==> src/frame_pkg.sv <==
package frame_pkg;

    // ------------------------------
    // Channel counts
    // ------------------------------

    // Pressure and temperature channels each
    localparam int NUM_FAST_CH  = 16;
    // Thermometer channels on the slow stream
    localparam int NUM_SLOW_CH  = 3;
    // Fast channel that closes a frame
    localparam int LAST_FAST_ID = 31;

    // ------------------------------
    // Frame layout in halfwords
    // ------------------------------

    localparam int FRAME_WORDS   = 47;
    localparam int ADDR_STAMP    = 0;
    localparam int ADDR_PCH      = 4;
    localparam int ADDR_TCH      = 20;
    localparam int ADDR_PT       = 36;
    localparam int ADDR_TRG_FLAG = 42;
    localparam int ADDR_TRG_TIME = 43;
    localparam int WORD_CNT_W    = $clog2(FRAME_WORDS);

    // Interrupt width in aclk cycles
    localparam int IRQ_PULSE_CYCLES = 511;
    localparam int IRQ_CNT_W        = $clog2(IRQ_PULSE_CYCLES + 1);

    // ------------------------------
    // Trigger encodings
    // ------------------------------

    localparam logic [1:0] SRC_PINS  = 2'd0;
    localparam logic [1:0] SRC_RTC   = 2'd3;
    localparam logic [1:0] EDGE_RISE = 2'd0;
    localparam logic [1:0] EDGE_FALL = 2'd1;
    localparam logic [1:0] EDGE_BOTH = 2'd2;

endpackage
==> src/sample_frame_top.sv <==
`timescale 1ns/10ps

module sample_frame_top
    import frame_pkg::*;
(
    input  logic        aclk,
    input  logic        aresetn,
    // Fast converter stream
    input  logic [31:0] fast_tdata,
    input  logic        fast_tvalid,
    output logic        fast_tready,
    // Slow thermometer stream
    input  logic [31:0] slow_tdata,
    input  logic        slow_tvalid,
    output logic        slow_tready,
    input  logic        ext_trigger_in,
    input  logic        mcu_trigger_in,
    input  logic [31:0] rtc_second,
    input  logic [31:0] rtc_nanosecond,
    // Host trigger control
    input  logic        trigger_enable,
    input  logic [1:0]  trigger_source,
    input  logic [1:0]  trigger_type,
    input  logic [31:0] target_second,
    input  logic [31:0] target_nanosecond,
    // BRAM write port
    output logic [11:0] bram_addr,
    output logic        bram_en,
    output logic [1:0]  bram_we,
    output logic [15:0] bram_din,
    output logic        ts_irq
);

    logic                      stamp_beat;
    logic                      frame_last;
    logic [31:0]               stamp_second;
    logic [31:0]               stamp_nanosecond;
    logic [NUM_FAST_CH*16-1:0] pch_flat;
    logic [NUM_FAST_CH*16-1:0] tch_flat;
    logic [NUM_SLOW_CH*24-1:0] pt_flat;
    logic                      ext_pulse;
    logic                      mcu_pulse;
    logic                      trg_flag;
    logic [31:0]               trg_second;
    logic [31:0]               trg_nanosecond;

    sample_capture capture (
        .aclk             (aclk),
        .aresetn          (aresetn),
        .fast_tdata       (fast_tdata),
        .fast_tvalid      (fast_tvalid),
        .fast_tready      (fast_tready),
        .slow_tdata       (slow_tdata),
        .slow_tvalid      (slow_tvalid),
        .slow_tready      (slow_tready),
        .rtc_second       (rtc_second),
        .rtc_nanosecond   (rtc_nanosecond),
        .stamp_beat       (stamp_beat),
        .frame_last       (frame_last),
        .stamp_second     (stamp_second),
        .stamp_nanosecond (stamp_nanosecond),
        .pch_flat         (pch_flat),
        .tch_flat         (tch_flat),
        .pt_flat          (pt_flat)
    );

    // ------------------------------
    // Trigger path
    // ------------------------------

    edge_trigger_detect ext_edge (
        .aclk       (aclk),
        .aresetn    (aresetn),
        .pin        (ext_trigger_in),
        .edge_type  (trigger_type),
        .edge_pulse (ext_pulse)
    );

    edge_trigger_detect mcu_edge (
        .aclk       (aclk),
        .aresetn    (aresetn),
        .pin        (mcu_trigger_in),
        .edge_type  (trigger_type),
        .edge_pulse (mcu_pulse)
    );

    trigger_arm_fsm arm (
        .aclk              (aclk),
        .aresetn           (aresetn),
        .trigger_enable    (trigger_enable),
        .trigger_source    (trigger_source),
        .ext_pulse         (ext_pulse),
        .mcu_pulse         (mcu_pulse),
        .rtc_second        (rtc_second),
        .rtc_nanosecond    (rtc_nanosecond),
        .target_second     (target_second),
        .target_nanosecond (target_nanosecond),
        .stamp_beat        (stamp_beat),
        .trg_flag          (trg_flag),
        .trg_second        (trg_second),
        .trg_nanosecond    (trg_nanosecond)
    );

    frame_writer writer (
        .aclk             (aclk),
        .aresetn          (aresetn),
        .frame_last       (frame_last),
        .stamp_second     (stamp_second),
        .stamp_nanosecond (stamp_nanosecond),
        .pch_flat         (pch_flat),
        .tch_flat         (tch_flat),
        .pt_flat          (pt_flat),
        .trg_flag         (trg_flag),
        .trg_second       (trg_second),
        .trg_nanosecond   (trg_nanosecond),
        .bram_addr        (bram_addr),
        .bram_en          (bram_en),
        .bram_we          (bram_we),
        .bram_din         (bram_din),
        .ts_irq           (ts_irq)
    );

endmodule

==> src/frame_writer.sv <==
`timescale 1ns/10ps

module frame_writer
    import frame_pkg::*;
(
    input  logic                      aclk,
    input  logic                      aresetn,
    input  logic                      frame_last,
    input  logic [31:0]               stamp_second,
    input  logic [31:0]               stamp_nanosecond,
    input  logic [NUM_FAST_CH*16-1:0] pch_flat,
    input  logic [NUM_FAST_CH*16-1:0] tch_flat,
    input  logic [NUM_SLOW_CH*24-1:0] pt_flat,
    input  logic                      trg_flag,
    input  logic [31:0]               trg_second,
    input  logic [31:0]               trg_nanosecond,
    output logic [11:0]               bram_addr,
    output logic                      bram_en,
    output logic [1:0]                bram_we,
    output logic [15:0]               bram_din,
    output logic                      ts_irq
);

    logic [WORD_CNT_W-1:0] wr_cnt;
    logic                  wr_busy;
    logic                  wr_done;
    logic [63:0]           stamp_words;
    logic [63:0]           trg_words;
    logic [15:0]           din_next;
    logic [IRQ_CNT_W-1:0]  irq_cnt;

    // ------------------------------
    // Word sequencer
    // ------------------------------

    assign wr_done = wr_busy && (wr_cnt == WORD_CNT_W'(FRAME_WORDS - 1));

    // A new frame_last restarts from word 0
    always_ff @(posedge aclk) begin
        if (!aresetn) begin
            wr_busy <= 1'b0;
            wr_cnt  <= '0;
        end else if (frame_last) begin
            wr_busy <= 1'b1;
            wr_cnt  <= '0;
        end else if (wr_done) begin
            wr_busy <= 1'b0;
        end else if (wr_busy) begin
            wr_cnt <= wr_cnt + 1'b1;
        end
    end

    // Seconds first, high half first
    assign stamp_words = {stamp_second, stamp_nanosecond};
    assign trg_words   = {trg_second, trg_nanosecond};

    always_comb begin : din_select
        int k;
        int ch;
        k  = int'(wr_cnt);
        ch = (k - ADDR_PT) / 2;
        if (k < ADDR_PCH) begin
            din_next = stamp_words[63 - 16*(k - ADDR_STAMP) -: 16];
        end else if (k < ADDR_TCH) begin
            din_next = pch_flat[16*(k - ADDR_PCH) +: 16];
        end else if (k < ADDR_PT) begin
            din_next = tch_flat[16*(k - ADDR_TCH) +: 16];
        end else if (k < ADDR_TRG_FLAG) begin
            // Thermometer as zero-extended high byte then low half
            if (((k - ADDR_PT) % 2) == 0) begin
                din_next = {8'd0, pt_flat[24*ch + 16 +: 8]};
            end else begin
                din_next = pt_flat[24*ch +: 16];
            end
        end else if (k == ADDR_TRG_FLAG) begin
            din_next = {15'd0, trg_flag};
        end else if (k < FRAME_WORDS) begin
            din_next = trg_words[63 - 16*(k - ADDR_TRG_TIME) -: 16];
        end else begin
            din_next = '0;
        end
    end

    // ------------------------------
    // BRAM port
    // ------------------------------

    always_ff @(posedge aclk) begin
        if (!aresetn) begin
            bram_en   <= 1'b0;
            bram_we   <= 2'b00;
            bram_addr <= '0;
        end else begin
            bram_en   <= wr_busy;
            bram_we   <= wr_busy ? 2'b11 : 2'b00;
            bram_addr <= wr_busy ? 12'(wr_cnt) : 12'd0;
        end
    end

    always_ff @(posedge aclk) begin
        bram_din <= din_next;
    end

    // Interrupt stretch, counts 1 to IRQ_PULSE_CYCLES
    always_ff @(posedge aclk) begin
        if (!aresetn) begin
            irq_cnt <= '0;
        end else if (wr_done) begin
            irq_cnt <= IRQ_CNT_W'(1);
        end else if (irq_cnt == IRQ_CNT_W'(IRQ_PULSE_CYCLES)) begin
            irq_cnt <= '0;
        end else if (irq_cnt != '0) begin
            irq_cnt <= irq_cnt + 1'b1;
        end
    end

    always_ff @(posedge aclk) begin
        if (!aresetn) begin
            ts_irq <= 1'b0;
        end else begin
            ts_irq <= (irq_cnt != '0);
        end
    end

endmodule

==> src/sample_capture.sv <==
`timescale 1ns/10ps

module sample_capture
    import frame_pkg::*;
(
    input  logic                      aclk,
    input  logic                      aresetn,
    input  logic [31:0]               fast_tdata,
    input  logic                      fast_tvalid,
    output logic                      fast_tready,
    input  logic [31:0]               slow_tdata,
    input  logic                      slow_tvalid,
    output logic                      slow_tready,
    input  logic [31:0]               rtc_second,
    input  logic [31:0]               rtc_nanosecond,
    output logic                      stamp_beat,
    output logic                      frame_last,
    output logic [31:0]               stamp_second,
    output logic [31:0]               stamp_nanosecond,
    output logic [NUM_FAST_CH*16-1:0] pch_flat,
    output logic [NUM_FAST_CH*16-1:0] tch_flat,
    output logic [NUM_SLOW_CH*24-1:0] pt_flat
);

    logic       fast_beat;
    logic       slow_beat;
    logic [7:0] fast_id;
    logic [7:0] slow_id;

    // Mux IDs as routed on the board
    // IDs 4k+3 and 4k+2 feed slots 0 to 7, IDs 4k+1 and 4k feed slots 8 to 15
    function automatic logic [7:0] pch_id(input int slot);
        if (slot < NUM_FAST_CH / 2) begin
            return 8'(4 * slot + 3);
        end
        return 8'(4 * (slot - NUM_FAST_CH / 2) + 1);
    endfunction

    function automatic logic [7:0] tch_id(input int slot);
        if (slot < NUM_FAST_CH / 2) begin
            return 8'(4 * slot + 2);
        end
        return 8'(4 * (slot - NUM_FAST_CH / 2));
    endfunction

    assign fast_beat = fast_tvalid && fast_tready;
    assign slow_beat = slow_tvalid && slow_tready;
    assign fast_id   = fast_tdata[23:16];
    assign slow_id   = slow_tdata[31:24];

    // Always ready once out of reset
    always_ff @(posedge aclk) begin
        if (!aresetn) begin
            fast_tready <= 1'b0;
            slow_tready <= 1'b0;
        end else begin
            fast_tready <= 1'b1;
            slow_tready <= 1'b1;
        end
    end

    always_ff @(posedge aclk) begin
        if (!aresetn) begin
            stamp_beat <= 1'b0;
            frame_last <= 1'b0;
        end else begin
            stamp_beat <= fast_beat && (fast_id == 8'd0);
            frame_last <= fast_beat && (fast_id == 8'(LAST_FAST_ID));
        end
    end

    // Channel 0 opens a frame
    always_ff @(posedge aclk) begin
        if (fast_beat && fast_id == 8'd0) begin
            stamp_second     <= rtc_second;
            stamp_nanosecond <= rtc_nanosecond;
        end
    end

    always_ff @(posedge aclk) begin
        for (int i = 0; i < NUM_FAST_CH; i++) begin
            if (fast_beat && fast_id == pch_id(i)) begin
                pch_flat[16*i +: 16] <= fast_tdata[15:0];
            end
            if (fast_beat && fast_id == tch_id(i)) begin
                tch_flat[16*i +: 16] <= fast_tdata[15:0];
            end
        end
    end

    // Slow IDs map straight to slots
    always_ff @(posedge aclk) begin
        for (int j = 0; j < NUM_SLOW_CH; j++) begin
            if (slow_beat && slow_id == 8'(j)) begin
                pt_flat[24*j +: 24] <= slow_tdata[23:0];
            end
        end
    end

endmodule

==> src/trigger_arm_fsm.sv <==
`timescale 1ns/10ps

module trigger_arm_fsm
    import frame_pkg::*;
(
    input  logic        aclk,
    input  logic        aresetn,
    input  logic        trigger_enable,
    input  logic [1:0]  trigger_source,
    input  logic        ext_pulse,
    input  logic        mcu_pulse,
    input  logic [31:0] rtc_second,
    input  logic [31:0] rtc_nanosecond,
    input  logic [31:0] target_second,
    input  logic [31:0] target_nanosecond,
    input  logic        stamp_beat,
    output logic        trg_flag,
    output logic [31:0] trg_second,
    output logic [31:0] trg_nanosecond
);

    enum logic [1:0] {ST_RESET, ST_IDLE, ST_ARMED, ST_TRIGGERED} state, state_next;

    logic rtc_match;
    logic fire;

    // ------------------------------
    // Trigger source select
    // ------------------------------

    assign rtc_match = (rtc_second == target_second) &&
                       (rtc_nanosecond == target_nanosecond);

    always_comb begin
        case (trigger_source)
            SRC_PINS: fire = ext_pulse | mcu_pulse;
            SRC_RTC:  fire = rtc_match;
            default:  fire = 1'b0;
        endcase
    end

    // ------------------------------
    // Arm state machine
    // ------------------------------

    always_ff @(posedge aclk) begin
        if (!aresetn) begin
            state <= ST_RESET;
        end else begin
            state <= state_next;
        end
    end

    always_comb begin
        state_next = state;
        case (state)
            ST_RESET:     state_next = ST_IDLE;
            ST_IDLE:      state_next = trigger_enable ? ST_ARMED : ST_IDLE;
            ST_ARMED: begin
                if (!trigger_enable) begin
                    state_next = ST_IDLE;
                end else if (fire) begin
                    state_next = ST_TRIGGERED;
                end
            end
            // Held until the next frame stamp picks it up
            ST_TRIGGERED: begin
                if (!trigger_enable || stamp_beat) begin
                    state_next = ST_IDLE;
                end
            end
            default:      state_next = ST_RESET;
        endcase
    end

    // Flag and trigger time, sampled once per frame
    always_ff @(posedge aclk) begin
        if (!aresetn) begin
            trg_flag <= 1'b0;
        end else if (stamp_beat) begin
            trg_flag <= (state == ST_TRIGGERED);
        end
    end

    always_ff @(posedge aclk) begin
        if (stamp_beat && state == ST_TRIGGERED) begin
            trg_second     <= rtc_second;
            trg_nanosecond <= rtc_nanosecond;
        end
    end

endmodule

==> src/edge_trigger_detect.sv <==
`timescale 1ns/10ps

module edge_trigger_detect
    import frame_pkg::*;
(
    input  logic       aclk,
    input  logic       aresetn,
    input  logic       pin,
    input  logic [1:0] edge_type,
    output logic       edge_pulse
);

    logic pin_meta;
    logic pin_sync;
    logic pin_prev;
    logic rise;
    logic fall;
    logic hit;

    // Two-flop synchronizer plus history
    always_ff @(posedge aclk) begin
        if (!aresetn) begin
            pin_meta <= 1'b0;
            pin_sync <= 1'b0;
            pin_prev <= 1'b0;
        end else begin
            pin_meta <= pin;
            pin_sync <= pin_meta;
            pin_prev <= pin_sync;
        end
    end

    assign rise = pin_sync & ~pin_prev;
    assign fall = ~pin_sync & pin_prev;

    always_comb begin
        case (edge_type)
            EDGE_RISE: hit = rise;
            EDGE_FALL: hit = fall;
            EDGE_BOTH: hit = rise | fall;
            // Reserved code
            default:   hit = 1'b0;
        endcase
    end

    always_ff @(posedge aclk) begin
        if (!aresetn) begin
            edge_pulse <= 1'b0;
        end else begin
            edge_pulse <= hit;
        end
    end

endmodule

==> config.mk <==
export PLATFORM = sky130hd
export DESIGN_NAME = sample_frame_top
export DESIGN_NICKNAME = d
export VERILOG_FILES = /design/src/frame_pkg.sv /design/src/sample_frame_top.sv /design/src/frame_writer.sv /design/src/sample_capture.sv /design/src/trigger_arm_fsm.sv /design/src/edge_trigger_detect.sv
export SDC_FILE = /design/constraint.sdc
export NUM_CORES = 1
export LEC_CHECK = 0
export BUFFER_PORTS_ARGS = -buffer_cell sky130_fd_sc_hd__buf_2
export CORE_ASPECT_RATIO = 0.8
export CORE_UTILIZATION = 40
export CTS_CLUSTER_SIZE = 8
export DETAILED_ROUTE_END_ITERATION = 8
export SLEW_MARGIN = 20
export SYNTH_ARGS = -nofsm -noshare
export SYNTH_HDL_FRONTEND = slang
export SYNTH_SLANG_ARGS = --single-unit
==> constraint.sdc <==
create_clock -name aclk -period 21.1 [get_ports aclk]
set_input_delay 4.22 -clock aclk [delete_from_list [all_inputs] [get_ports aclk]]
set_output_delay 4.22 -clock aclk [all_outputs]
set_load 0.02 [all_outputs]
== Word-level counts from Yosys, hierarchy flattened ==
Cells that the tools add are included.

* Bits in registers: 774
* Bits of input ports: 203
* Output and inout bits: 34
* Word-level logic and storage cells: 222

* Add/subtract/negate cells: 10
* Multiply operators: 1
* Magnitude comparators: 5
* Equal/unequal tests: 46
* Shift operators: 6
* Muxes and demuxes: 22
* Bitwise logic cells: 14
* Reductions and logical operators: 56

{| class="wikitable"
|+ Operators with widths
! operator !! count
|-
| $shiftx 256x32->16 || 2
|-
| $shiftx 79x32->16 || 2
|-
| $eq 8x5->1 const B || 16
|-
| $mux 16 || 7
|-
| $shiftx 72x32->16 || 1
|-
| $shiftx 72x32->8 || 1
|-
| $eq 32x32->1 || 2
|-
| $eq 8x4->1 const B || 8
|-
| $logic_and 1x1->1 || 40
|-
| $add 32x1->32 || 1
|-
| $add 32x6->32 const B || 1
|-
| $eq 8x3->1 const B || 4
|-
| $logic_not 32->1 || 1
|-
| $mul 3x32->29 const A || 1
|-
| $sub 7x32->32 const A || 1
|-
| $eq 8x2->1 const B || 3
|-
| $lt 6x6->1 const B || 3
|-
| $eq 8x1->1 const B || 2
|-
| $logic_not 8->1 || 2
|-
| $sub 6x6->7 const B || 2
|-
| $eq 6x6->1 const B || 2
|-
| $sub 6x10->11 const A || 1
|-
| $mux 2 || 5
|-
| $add 9x1->9 const B || 1
|-
| 26 further kinds || 51
|}

== Logic depth before layout (Yosys ltp) ==
Gate-level depths: netlist (run 1).

* Depth after elaboration: 11
* Depth in mapped cells: 20
* Gate-level depth less buffers: 17

== By module ==
A second synthesis (run 1) with hierarchy kept.

* Cells, all modules: 1727
* Area, all modules: 32234.7 sq um

{| class="wikitable"
|+ Modules (own cells, without submodules)
! module !! instances !! cells each !! area an instance (sq um) !! sequential area each (sq um)
|-
| sample_capture || 1 || 716 || 19975.4 || 19518.7
|-
| frame_writer || 1 || 780 || 8942.3 || 800.8
|-
| trigger_arm_fsm || 1 || 203 || 3001.6 || 1981.9
|-
| edge_trigger_detect || 2 || 14 || 157.7 || 80.1
|}

== Least setup slack after synthesis (run 1) ==
OpenSTA, ideal clock, no wires.

* Path type: input port to flip-flop
* From: input fast_tdata[21]
* To: register capture.stamp_nanosecond[0] (enable)
* Library setup time: 0.618 ns
* Data arrival time: 10.514 ns
* Data required time: 20.482 ns
* Path slack: 9.968 ns
* Stages on the path: 4
* Path buffers: 0
* Cells stage by stage: or4_1 -> nor2_1 -> nand2_1 -> nor3_1

* Longest elaborated chain between the ends: 2

{| class="wikitable"
|+ RTL lines
! what !! line !! source
|-
| start: declaration || sample_frame_top.sv:9 || <nowiki>input logic [31:0] fast_tdata,</nowiki>
|-
| $logic_not 8->1 || sample_capture.sv:74 || <nowiki>if (fast_beat && fast_id == 8'd0) begin</nowiki>
|-
| $logic_and 1x1->1 || sample_capture.sv:74 ||
|-
| end signal: assignment || sample_capture.sv:76 || <nowiki>stamp_nanosecond <= rtc_nanosecond;</nowiki>
|-
| end: declaration || sample_capture.sv:19 || <nowiki>output logic [31:0] stamp_nanosecond,</nowiki>
|}

Every way passes these cells.
A chain may end at the register's enable or synchronous reset.

== Final worst setup path (run 1) ==
* From: input fast_tvalid
* To: register capture.stamp_second[30] (enable)

* Longest elaborated chain between the ends: 2

{| class="wikitable"
|+ RTL lines
! what !! line !! source
|-
| start: declaration || sample_frame_top.sv:10 || <nowiki>input logic fast_tvalid,</nowiki>
|-
| $logic_and 1x1->1 || sample_capture.sv:46 || <nowiki>assign fast_beat = fast_tvalid && fast_tready;</nowiki>
|-
| $logic_and 1x1->1 || sample_capture.sv:74 ||
|-
| end signal: assignment || sample_capture.sv:75 || <nowiki>stamp_second <= rtc_second;</nowiki>
|-
| end: declaration || sample_capture.sv:18 || <nowiki>output logic [31:0] stamp_second,</nowiki>
|}

Every way passes these cells.

==> results of run 1 <==
[path summary, 6_finish.rpt]
kind | end | slack (ns)
worst min register to register | mcu_edge.pin_sync | 0.43
worst max-delay path | capture.stamp_second[30] | 14.66
worst max register to register | writer.bram_din[0] | 14.94
worst min-delay path | mcu_edge.pin_sync | 0.43
[flip-flops by register name, summed over array words and instances (netlist names), 6 cells and up]
name / count
capture.stamp_second: 32
capture.pch_flat: 256
capture.stamp_nanosecond: 32
capture.pt_flat: 72
writer.bram_addr: 6
writer.bram_din: 16
arm.trg_second: 32
writer.wr_cnt: 6
writer.irq_cnt: 9
arm.trg_nanosecond: 32
capture.tch_flat: 256
[final cells by class]
class	instances	area, µm²
Antenna cell	2	5.00
Clock buffer	151	2820
Clock inverter	10	108
Fill cell	6634	41500
Inverter	34	128
Multi-Input combinational cell	795	9060
Sequential cell	766	22500
Tap cell	1034	1290
Timing Repair Buffer	278	1530
[cell usage after synthesis (3+ instances only)]
library cell	count	area share
nand2_1	62	0.0073
and3_1	16	0.0031
buf_2	30	0.0047
nor2_1	54	0.0063
a31oi_1	11	0.0022
mux2i_1	50	0.016
a221o_1	7	0.0022
mux2_2	3	0.0011
edfxtp_1	712	0.67
a21oi_1	21	0.0033
a211oi_1	12	0.0028
a22oi_1	26	0.0061
xor2_1	16	0.0044
nor3_1	15	0.0023
o21ai_0	24	0.0038
nand2b_1	9	0.0018
buf_1	13	0.0015
clkbuf_1	37	0.0043
nor4b_1	3	0.00082
mux4_2	219	0.15
nand3_1	18	0.0028
buf_4	10	0.0023
inv_1	34	0.0040
o22ai_1	5	0.00098
or3_1	7	0.0014
buf_6	5	0.0018
nand4_1	18	0.0035
o211ai_1	5	0.0012
xnor2_1	64	0.018
nor4_1	10	0.0020
and2_1	25	0.0049
dfxtp_1	54	0.034
nor2b_1	12	0.0023
o211ai_2	7	0.0027
ha_1	27	0.011
a22o_1	5	0.0014
[metrics by stage]
step	cell area [µm²]	power (W)	setup WS [ns]	util	instances
global route	37400	0.00335	14.49	0.474	3068
CTS	37400	0.00328	14.69	0.474	3068
finish	37400	0.00325	14.66	0.474	3070
floorplan	32000	0.00171	9.97	-	1690
detailed placement	34500	0.00176	13.97	0.437	2907
global placement	34500	0.00176	14.09	0.437	2907
[per-layer routing]
layer | up-vias | track usage | share of wire
met3 | 128 | 0.0414 | 0.071
met1 | 9002 | 0.273 | 0.44
li1 | 7454 | - | -
met4 | 6 | 0.0671 | 0.029
met5 | - | 0 | 0.00044
met2 | 665 | 0.297 | 0.46
[power groups by stage]
stage / combinational (W) / sequential, W / clock [W]
after floorplan: 0.0000214 / 0.00169 / 0
after global placement: 0.0000662 / 0.00169 / 0
after detailed placement: 0.0000695 / 0.00169 / 0
after CTS: 0.0000698 / 0.00166 / 0.00155
after global routing: 0.0000754 / 0.00166 / 0.00161
final: 0.0000688 / 0.00166 / 0.00152
[cells by family (layout without fill, tap and decap cells)]
group                    Yosys count  count (layout)
AO/OA/AOI/OAI                    146             146
XOR/XNOR                          80              80
adder cells (fa/ha/maj)           28              28
buffers and inverters            129             473
flip-flops                       766             766
multiplexers                     272             272
other                              1               8
AND/OR/NAND/NOR                  263             263
==> flow_summary.json, run 1 <==
{
  "avgSynthCellArea_um2": 19.0,
  "seqPwrFrac": 0.512,
  "postSynthRegisterBits": 766,
  "pwr-share-clk": 0.467,
  "synth_cells": 1685,
  "grt_max_degree": 71,
  "criticalPathCategory": "in -> reg",
  "cp.arrival_ns": 6.71,
  "ioPinCount": 237,
  "core_um2": 79000,
  "drv_slew": 0,
  "antenna_found_initial": 6,
  "clock_latency_ns": 0.66,
  "cts_tree": "built",
  "cp.depth": 8,
  "port_buffers": 222,
  "p_per_area_nw_per_um2": 86.9,
  "cp-start-kind": "input port",
  "setup_viol": 0,
  "p_sw_w": 0.000643,
  "clkSinkCount": 766,
  "synthSimpleGateAreaFrac": 0.0424,
  "wl_per_cell_um": 25.4,
  "max_freq_mhz": 155,
  "crit_path_start": "fast_tvalid",
  "drv_cap": 0,
  "yosysSeqAreaShare": 0.702,
  "initial_core_util": 0.405,
  "cp-end-kind": "flop",
  "timing.final.crit_share": 0.305,
  "leakagePower_nw": 12.2,
  "hold_path.class": "reg -> reg",
  "rows": 92,
  "synth_top_family_by_area": "multiplexers",
  "switching_share": 0.198,
  "worstMarginPinSlew_ns": 0.923,
  "netlist-cell-type-count": 66,
  "path_clk_slew_ns": 0.05,
  "hold_viol_final": 0,
  "drive_gt1_frac": 0.325,
  "final_cell_mix": "712 x edfxtp_1, 222 x buf_2, 219 x mux4_2",
  "htreeDepth": 3,
  "cts-root-buf": "clkbuf_16",
  "syn_area_um2": 32000,
  "postCtsSetupRepairBufs": 0,
  "first_global_vias": 17700,
  "critPathMaxFanout": 70,
  "wl_um": 78100,
  "die_w_um": 318,
  "yosysWarnings": 0,
  "synth-main-ff-cell": "edfxtp_1",
  "cp_num_buf_inv": 3,
  "hold_slack_ns": 0.431,
  "synthAdderAreaFrac": 0.0112,
  "whs_path_depth": 1,
  "cts_buffers": 106,
  "die_h_um": 255,
  "drt-pass1-iter-count": 5,
  "finalSetupTns_ns": 0,
  "clockBufferDepth": 3,
  "vias": 17300,
  "relSlewSlack": 0.367,
  "grt-ovfl-total": 0,
  "synth_edf_count": 712,
  "antenna_left": 0,
  "status": "finished, final reports clean",
  "async_flop_share": 0,
  "cts.repair.resized": 0,
  "slowest_delay_ns": 0.78,
  "rsz0062_at_grt": "no",
  "comb_power_share": 0.021,
  "cpLargestDelayFamily": "simple AND/OR/NAND/NOR gates",
  "synth_compound_area_frac": 0.0328,
  "vias_per_cell": 5.62,
  "worstHoldStart": "mcu_edge.pin_meta",
  "grt_usage": 0.193,
  "grt_pass1_wl_um": 114000,
  "dp_hpwl_um": 47700,
  "slowest_stage": "buf_4",
  "drc": 0,
  "cp_cell_sequence": "buf_2, nand2_1, or4_1, nor2_1, nand2_1, nor3_2, buf_4, buf_4",
  "die-area_um2": 81100,
  "synth_xor_area_frac": 0.0219,
  "ir_worst_vdd_mv": 0.0679,
  "nets": 2212,
  "postCtsHoldBufs": 0,
  "layout_commonest_cell": "edfxtp_1",
  "yosys-mux-area-fraction": 0.171,
  "internal-power_w": 0.00261,
  "routabilityCongestion": 0.863,
  "post-route-min-period_ns": 6.44,
  "r2r_cells": 16,
  "finalClockSkew_ns": 0.0254,
  "crit_required_ns": 21.37,
  "r2r_start": "writer.wr_cnt[2]",
  "drt_iter0_markers": 1699,
  "area_delta_synth_final_pct": 17.0
}
No activity file was read; power rests on OpenSTA's default activity.
==> run 2, diff against run 1 <==
==> constraint.sdc (replaced) <==
create_clock -name aclk -period 5.8 [get_ports aclk]
set_input_delay 1.16 -clock aclk [delete_from_list [all_inputs] [get_ports aclk]]
set_output_delay 1.16 -clock aclk [all_outputs]
set_load 0.02 [all_outputs]
==> run 2 against run 1 <==
Register-to-register slack got worse by 14 ns. Critical path depth up 10. Count of clock-buffer cells in the layout decreased by 8. Combinational power grew to 3.7 times the previous value. First-iteration DRC count is 5.8% lower. Hold slack worse by 0.00096 ns. Largest cell class unchanged. Largest power group unchanged.
==> flow_summary.json, run 2 (synthesis results as in run 1) <==
{
  "postCtsHoldBufs": 0,
  "cts-root-buf": "clkbuf_16",
  "routabilityCongestion": 0.858,
  "routedLengthMet1_um": 33700,
  "final_cell_mix": "712 x edfxtp_1, 222 x buf_2, 219 x mux4_2",
  "top_regs": "capture.pch_flat (256), capture.tch_flat (256), capture.pt_flat (72)",
  "vias_per_cell": 5.63,
  "preCtsSetupSlack_ns": 0.789,
  "postCtsSetupRepairBufs": 0,
  "layout_commonest_cell": "edfxtp_1",
  "final_core_util": 0.475,
  "antenna_left": 0,
  "timing.final.crit_share": 0.875,
  "first_global_vias": 17500,
  "ir_worst_vdd_mv": 0.244,
  "htreeDepth": 3,
  "drt_iter0_markers": 1601,
  "status": "finished, final reports clean",
  "rows": 92,
  "top_layer": "met5",
  "post-route-min-period_ns": 5.08,
  "finalSetupTns_ns": 0,
  "drive_gt1_frac": 0.331,
  "dr_wl_met3_um": 5690,
  "die-area_um2": 81100,
  "clock_latency_ns": 0.66,
  "power.total_w": 0.0119,
  "place_area_um2": 34600,
  "p_per_area_nw_per_um2": 316,
  "grt-ovfl-total": 0,
  "core_um2": 79000,
  "nets": 2215,
  "rsz0062_at_grt": "no",
  "design_area_um2": 37500,
  "finalClockSkew_ns": 0.0241,
  "cts.repair.resized": 0,
  "cts_buffers": 106,
  "setup_slack_ns": 0.724,
  "cp-start-kind": "flop",
  "clkSinkCount": 766,
  "vias": 17200,
  "dp_hpwl_um": 48300,
  "area_delta_synth_final_pct": 17.3,
  "relSlewSlack": 0.347,
  "hold_viol_final": 0,
  "wl_met2_um": 36900,
  "grt_max_degree": 126,
  "drc": 0,
  "drt-pass1-iter-count": 5,
  "crit_required_ns": 6.34,
  "wl_per_cell_um": 25.5,
  "grt_usage": 0.193,
  "clockBufferDepth": 3,
  "leakagePower_nw": 12.2,
  "cp.arrival_ns": 5.62,
  "critPathMaxFanout": 13,
  "path_clk_slew_ns": 0.05,
  "die_h_um": 255,
  "cp-end-kind": "flop",
  "hold_path.class": "reg -> reg",
  "ioPinCount": 237,
  "max_freq_mhz": 197,
  "die_w_um": 318,
  "setup_viol": 0,
  "wl_um": 78000,
  "antenna_found_initial": 6,
  "criticalPathCategory": "reg -> reg",
  "fillers": 6572,
  "grt_pass1_wl_um": 115000,
  "cts_tree": "built",
  "worstMarginPinSlew_ns": 0.980,
  "port_buffers": 222,
  "drv_slew": 0,
  "drv_cap": 0,
  "initial_core_util": 0.405
}
-- run 2: changes by cell type in the layout (fill, tap and decap cells not counted), sizes merged --
cell | before | now
buf | 278 | 281
clkinv | 3 | 4
inv | 40 | 38
diode | 2 | 1
clkbuf | 151 | 143
-- run 2: worst paths after layout --
kind                     start            endpoint  slack (ns)  depth (start not counted)
max           writer.wr_cnt[3]  writer.bram_din[0]        0.72                         18
min          mcu_edge.pin_meta   mcu_edge.pin_sync        0.43                          1
max reg2reg   writer.wr_cnt[3]  writer.bram_din[0]        0.72                         18
min reg2reg  mcu_edge.pin_meta   mcu_edge.pin_sync        0.43                          1
-- run 2: cell type report --
class | instances | area, µm² | area share
antenna | 1 | 2.50 | 0.0000667
clock buffer | 143 | 2800 | 0.0746
clock inverter | 9 | 151 | 0.00403
inverter | 34 | 128 | 0.00340
multi-input combinational | 795 | 9090 | 0.242
sequential | 766 | 22500 | 0.599
tap | 1034 | 1290 | 0.0345
timing repair buffer | 281 | 1590 | 0.0424
-- run 2: stage by stage --
| stage | hold slack [ns] | instances |
|---|---|---|
| floorplan | 0.412 | 1690 |
| global placement | 0.416 | 2910 |
| detailed placement | 0.423 | 2910 |
| CTS | 0.434 | 3062 |
| global route | 0.469 | 3062 |
| finish | 0.430 | 3063 |
-- run 2: power by group --
group / internal [W] / switching (W) / leakage, nW
Sequential: 0.00605 / 0.00000357 / 6.84
Combinational: 0.0000904 / 0.000164 / 3.97
Clock: 0.00336 / 0.00220 / 1.43
Total: 0.00950 / 0.00237 / 12.2
-- run 2: critical path, cell delays in order (launching register included) --
cell and delay (ns):
dfxtp_1 0.51, inv_1 0.18, ha_1 0.39, nand2b_4 0.17
a21oi_1 0.08, ha_2 0.23, ha_1 0.20, xnor2_1 0.26
ha_1 0.28, ha_1 0.23, fa_1 0.83, xor2_1 0.12
buf_4 0.20, and3_1 0.30, nand2_1 0.12, a21oi_1 0.12
a211o_1 0.34, a311oi_1 0.28, a31oi_1 0.11
-- run 2: layer usage --
metal,vias up,track usage
met1,9046,0.269
li1,7461,-
met3,116,0.0431
met2,612,0.307
met5,-,0
met4,8,0.0516
==> run 3, diff against run 2 <==
--- a/config.mk
+++ b/config.mk
@@ -10,6 +10,7 @@
 export CORE_UTILIZATION = 40
 export CTS_CLUSTER_SIZE = 8
 export DETAILED_ROUTE_END_ITERATION = 8
+export REMOVE_ABC_BUFFERS = 1
 export SLEW_MARGIN = 20
 export SYNTH_ARGS = -nofsm -noshare
 export SYNTH_HDL_FRONTEND = slang
==> run 3 against run 2 <==
Wire length is 0.30% higher. Combinational power about the same. Via count rose by 0.17%. Clock power shrank 0.7%. Global-route usage up 0.32 points. Largest power group unchanged. Final cell count is essentially flat. Critical path type unchanged. Cell area fell by 0.22%. Flip-flop and latch count unchanged. Sequential power about the same.
==> flow_summary.json, run 3 (synthesis results as in run 1) <==
{
  "design_area_um2": 37500,
  "drv_cap": 0,
  "cts-root-buf": "clkbuf_16",
  "hold_viol_final": 0,
  "die_h_um": 255,
  "whs_path_depth": 1,
  "post-route-min-period_ns": 5.12,
  "port_buffers": 222,
  "routedLengthMet1_um": 34100,
  "drc": 0,
  "initial_core_util": 0.405,
  "status": "finished, final reports clean",
  "vias": 17300,
  "wl_um": 78200,
  "relSlewSlack": 0.321,
  "drive_gt1_frac": 0.321,
  "clockBufferDepth": 3,
  "die-area_um2": 81100,
  "internal-power_w": 0.00943,
  "pwr-share-clk": 0.467,
  "routabilityCongestion": 0.872,
  "hold_path.class": "reg -> reg",
  "finalClockSkew_ns": 0.0500,
  "wl_met2_um": 37400,
  "dp_hpwl_um": 48300,
  "top_layer": "met5",
  "cts.repair.resized": 0,
  "setup_slack_ns": 0.684,
  "placedCellCount": 2909,
  "antenna_found_initial": 2,
  "worstHoldStart": "ext_edge.pin_meta",
  "antenna_left": 0,
  "wl_per_cell_um": 25.5,
  "final_cell_mix": "712 x edfxtp_1, 222 x buf_2, 219 x mux4_2",
  "preCtsSetupSlack_ns": 0.796,
  "rows": 92,
  "ioPinCount": 237,
  "fillers": 6586,
  "htreeDepth": 3,
  "core_um2": 79000,
  "leakagePower_nw": 12.2,
  "postCtsHoldBufs": 0,
  "area_delta_synth_final_pct": 17.1,
  "power.total_w": 0.0118,
  "cp-start-kind": "flop",
  "drt-pass1-iter-count": 5,
  "vias_per_cell": 5.64,
  "cp-end-kind": "flop",
  "path_clk_slew_ns": 0.05,
  "r2r-end": "writer.bram_din[0]",
  "worstMarginPinSlew_ns": 1.02,
  "multi_input_area_um2": 9030,
  "criticalPathCategory": "reg -> reg",
  "grt-ovfl-total": 0,
  "drv_slew": 0,
  "final_core_util": 0.474,
  "place_area_um2": 34500,
  "grt_pass1_wl_um": 117000,
  "r2r_start": "writer.wr_cnt[3]",
  "clock_latency_ns": 0.68,
  "r2r_cells": 18,
  "r2r_slack_ns": 0.68,
  "die_w_um": 318,
  "ir_worst_vdd_mv": 0.235,
  "grt_usage": 0.196,
  "nets": 2213,
  "setup_viol": 0,
  "layout_commonest_cell": "edfxtp_1",
  "dr_wl_met3_um": 4770,
  "p_per_area_nw_per_um2": 316,
  "top_regs": "capture.pch_flat (256), capture.tch_flat (256), capture.pt_flat (72)",
  "postCtsSetupRepairBufs": 0,
  "clkSinkCount": 766,
  "switching_share": 0.203,
  "seq_area_um2": 22500,
  "cts_buffers": 105,
  "timing.final.crit_share": 0.882,
  "critPathMaxFanout": 13,
  "first_global_vias": 18000,
  "crit_required_ns": 6.31,
  "seqPwrFrac": 0.512,
  "grt_max_degree": 115,
  "comb_power_share": 0.022,
  "fin_cells": 3062,
  "cts_tree": "built",
  "cp.arrival_ns": 5.63,
  "max_freq_mhz": 195,
  "min_to": "ext_edge.pin_sync",
  "rsz0062_at_grt": "no",
  "drt_iter0_markers": 1628,
  "p_sw_w": 0.00240
}
## run 3: changes by cell type in the layout (fill, tap and decap cells not counted), sizes merged
cell	delta
bufinv	-1
clkinv	+1
diode	+1
clkbuf	+1
buf	-1
inv	-2
## run 3: per-layer routing
| metal | track usage | vias up |
|---|---|---|
| met2 | 0.318 | 595 |
| met4 | 0.0570 | 2 |
| met3 | 0.0383 | 121 |
| met5 | 0 | - |
| li1 | - | 7458 |
| met1 | 0.271 | 9096 |
## run 3: power by group through the flow
stage	combinational (W)	clock (W)	sequential [W]
floorplan	0.0000697	0	0.00616
global placement	0.000249	0	0.00616
detailed placement	0.000260	0	0.00616
CTS	0.000261	0.00562	0.00605
global route	0.000281	0.00584	0.00604
finish	0.000258	0.00552	0.00605
## run 3: final cells by class
| cell class | count | share of cell area |
|---|---|---|
| repair buffers | 280 | 0.0424 |
| clock inverters | 7 | 0.00434 |
| flip-flops and latches | 766 | 0.600 |
| multi-input cells | 795 | 0.241 |
| diodes | 2 | 0.000134 |
| well taps | 1034 | 0.0345 |
| clock buffers | 144 | 0.0741 |
| inverters | 34 | 0.00341 |
## run 3: worst max path at each step
stage | startpoint | endpoint | cells after the start
floorplan | writer.wr_cnt[0] | writer.bram_din[0] | 12
detailed placement | writer.wr_cnt[3] | writer.bram_din[0] | 18
global route | writer.wr_cnt[3] | writer.bram_din[0] | 18
CTS | writer.wr_cnt[3] | writer.bram_din[0] | 18
global placement | writer.wr_cnt[3] | writer.bram_din[0] | 18
finish | writer.wr_cnt[3] | writer.bram_din[0] | 18
## run 3: critical path, cell delays in order (launching register included)
cell,delay [ns]
dfxtp_1,0.52
inv_1,0.19
ha_1,0.39
nand2b_4,0.18
a21oi_1,0.08
ha_2,0.23
ha_1,0.20
xnor2_1,0.27
ha_1,0.30
ha_1,0.24
fa_1,0.82
xor2_1,0.12
buf_4,0.20
and3_1,0.28
nand2_1,0.11
a21oi_1,0.11
a211o_1,0.34
a311oi_1,0.26
a31oi_1,0.13
## run 3: stage by stage
stage | hold WS (ns) | setup TNS (ns)
3_5_place_dp | 0.419 | 0
4_1_cts | 0.423 | 0
3_3_place_gp | 0.416 | 0
6_report | 0.420 | 0
5_1_grt | 0.439 | 0
2_1_floorplan | 0.412 | -323.35
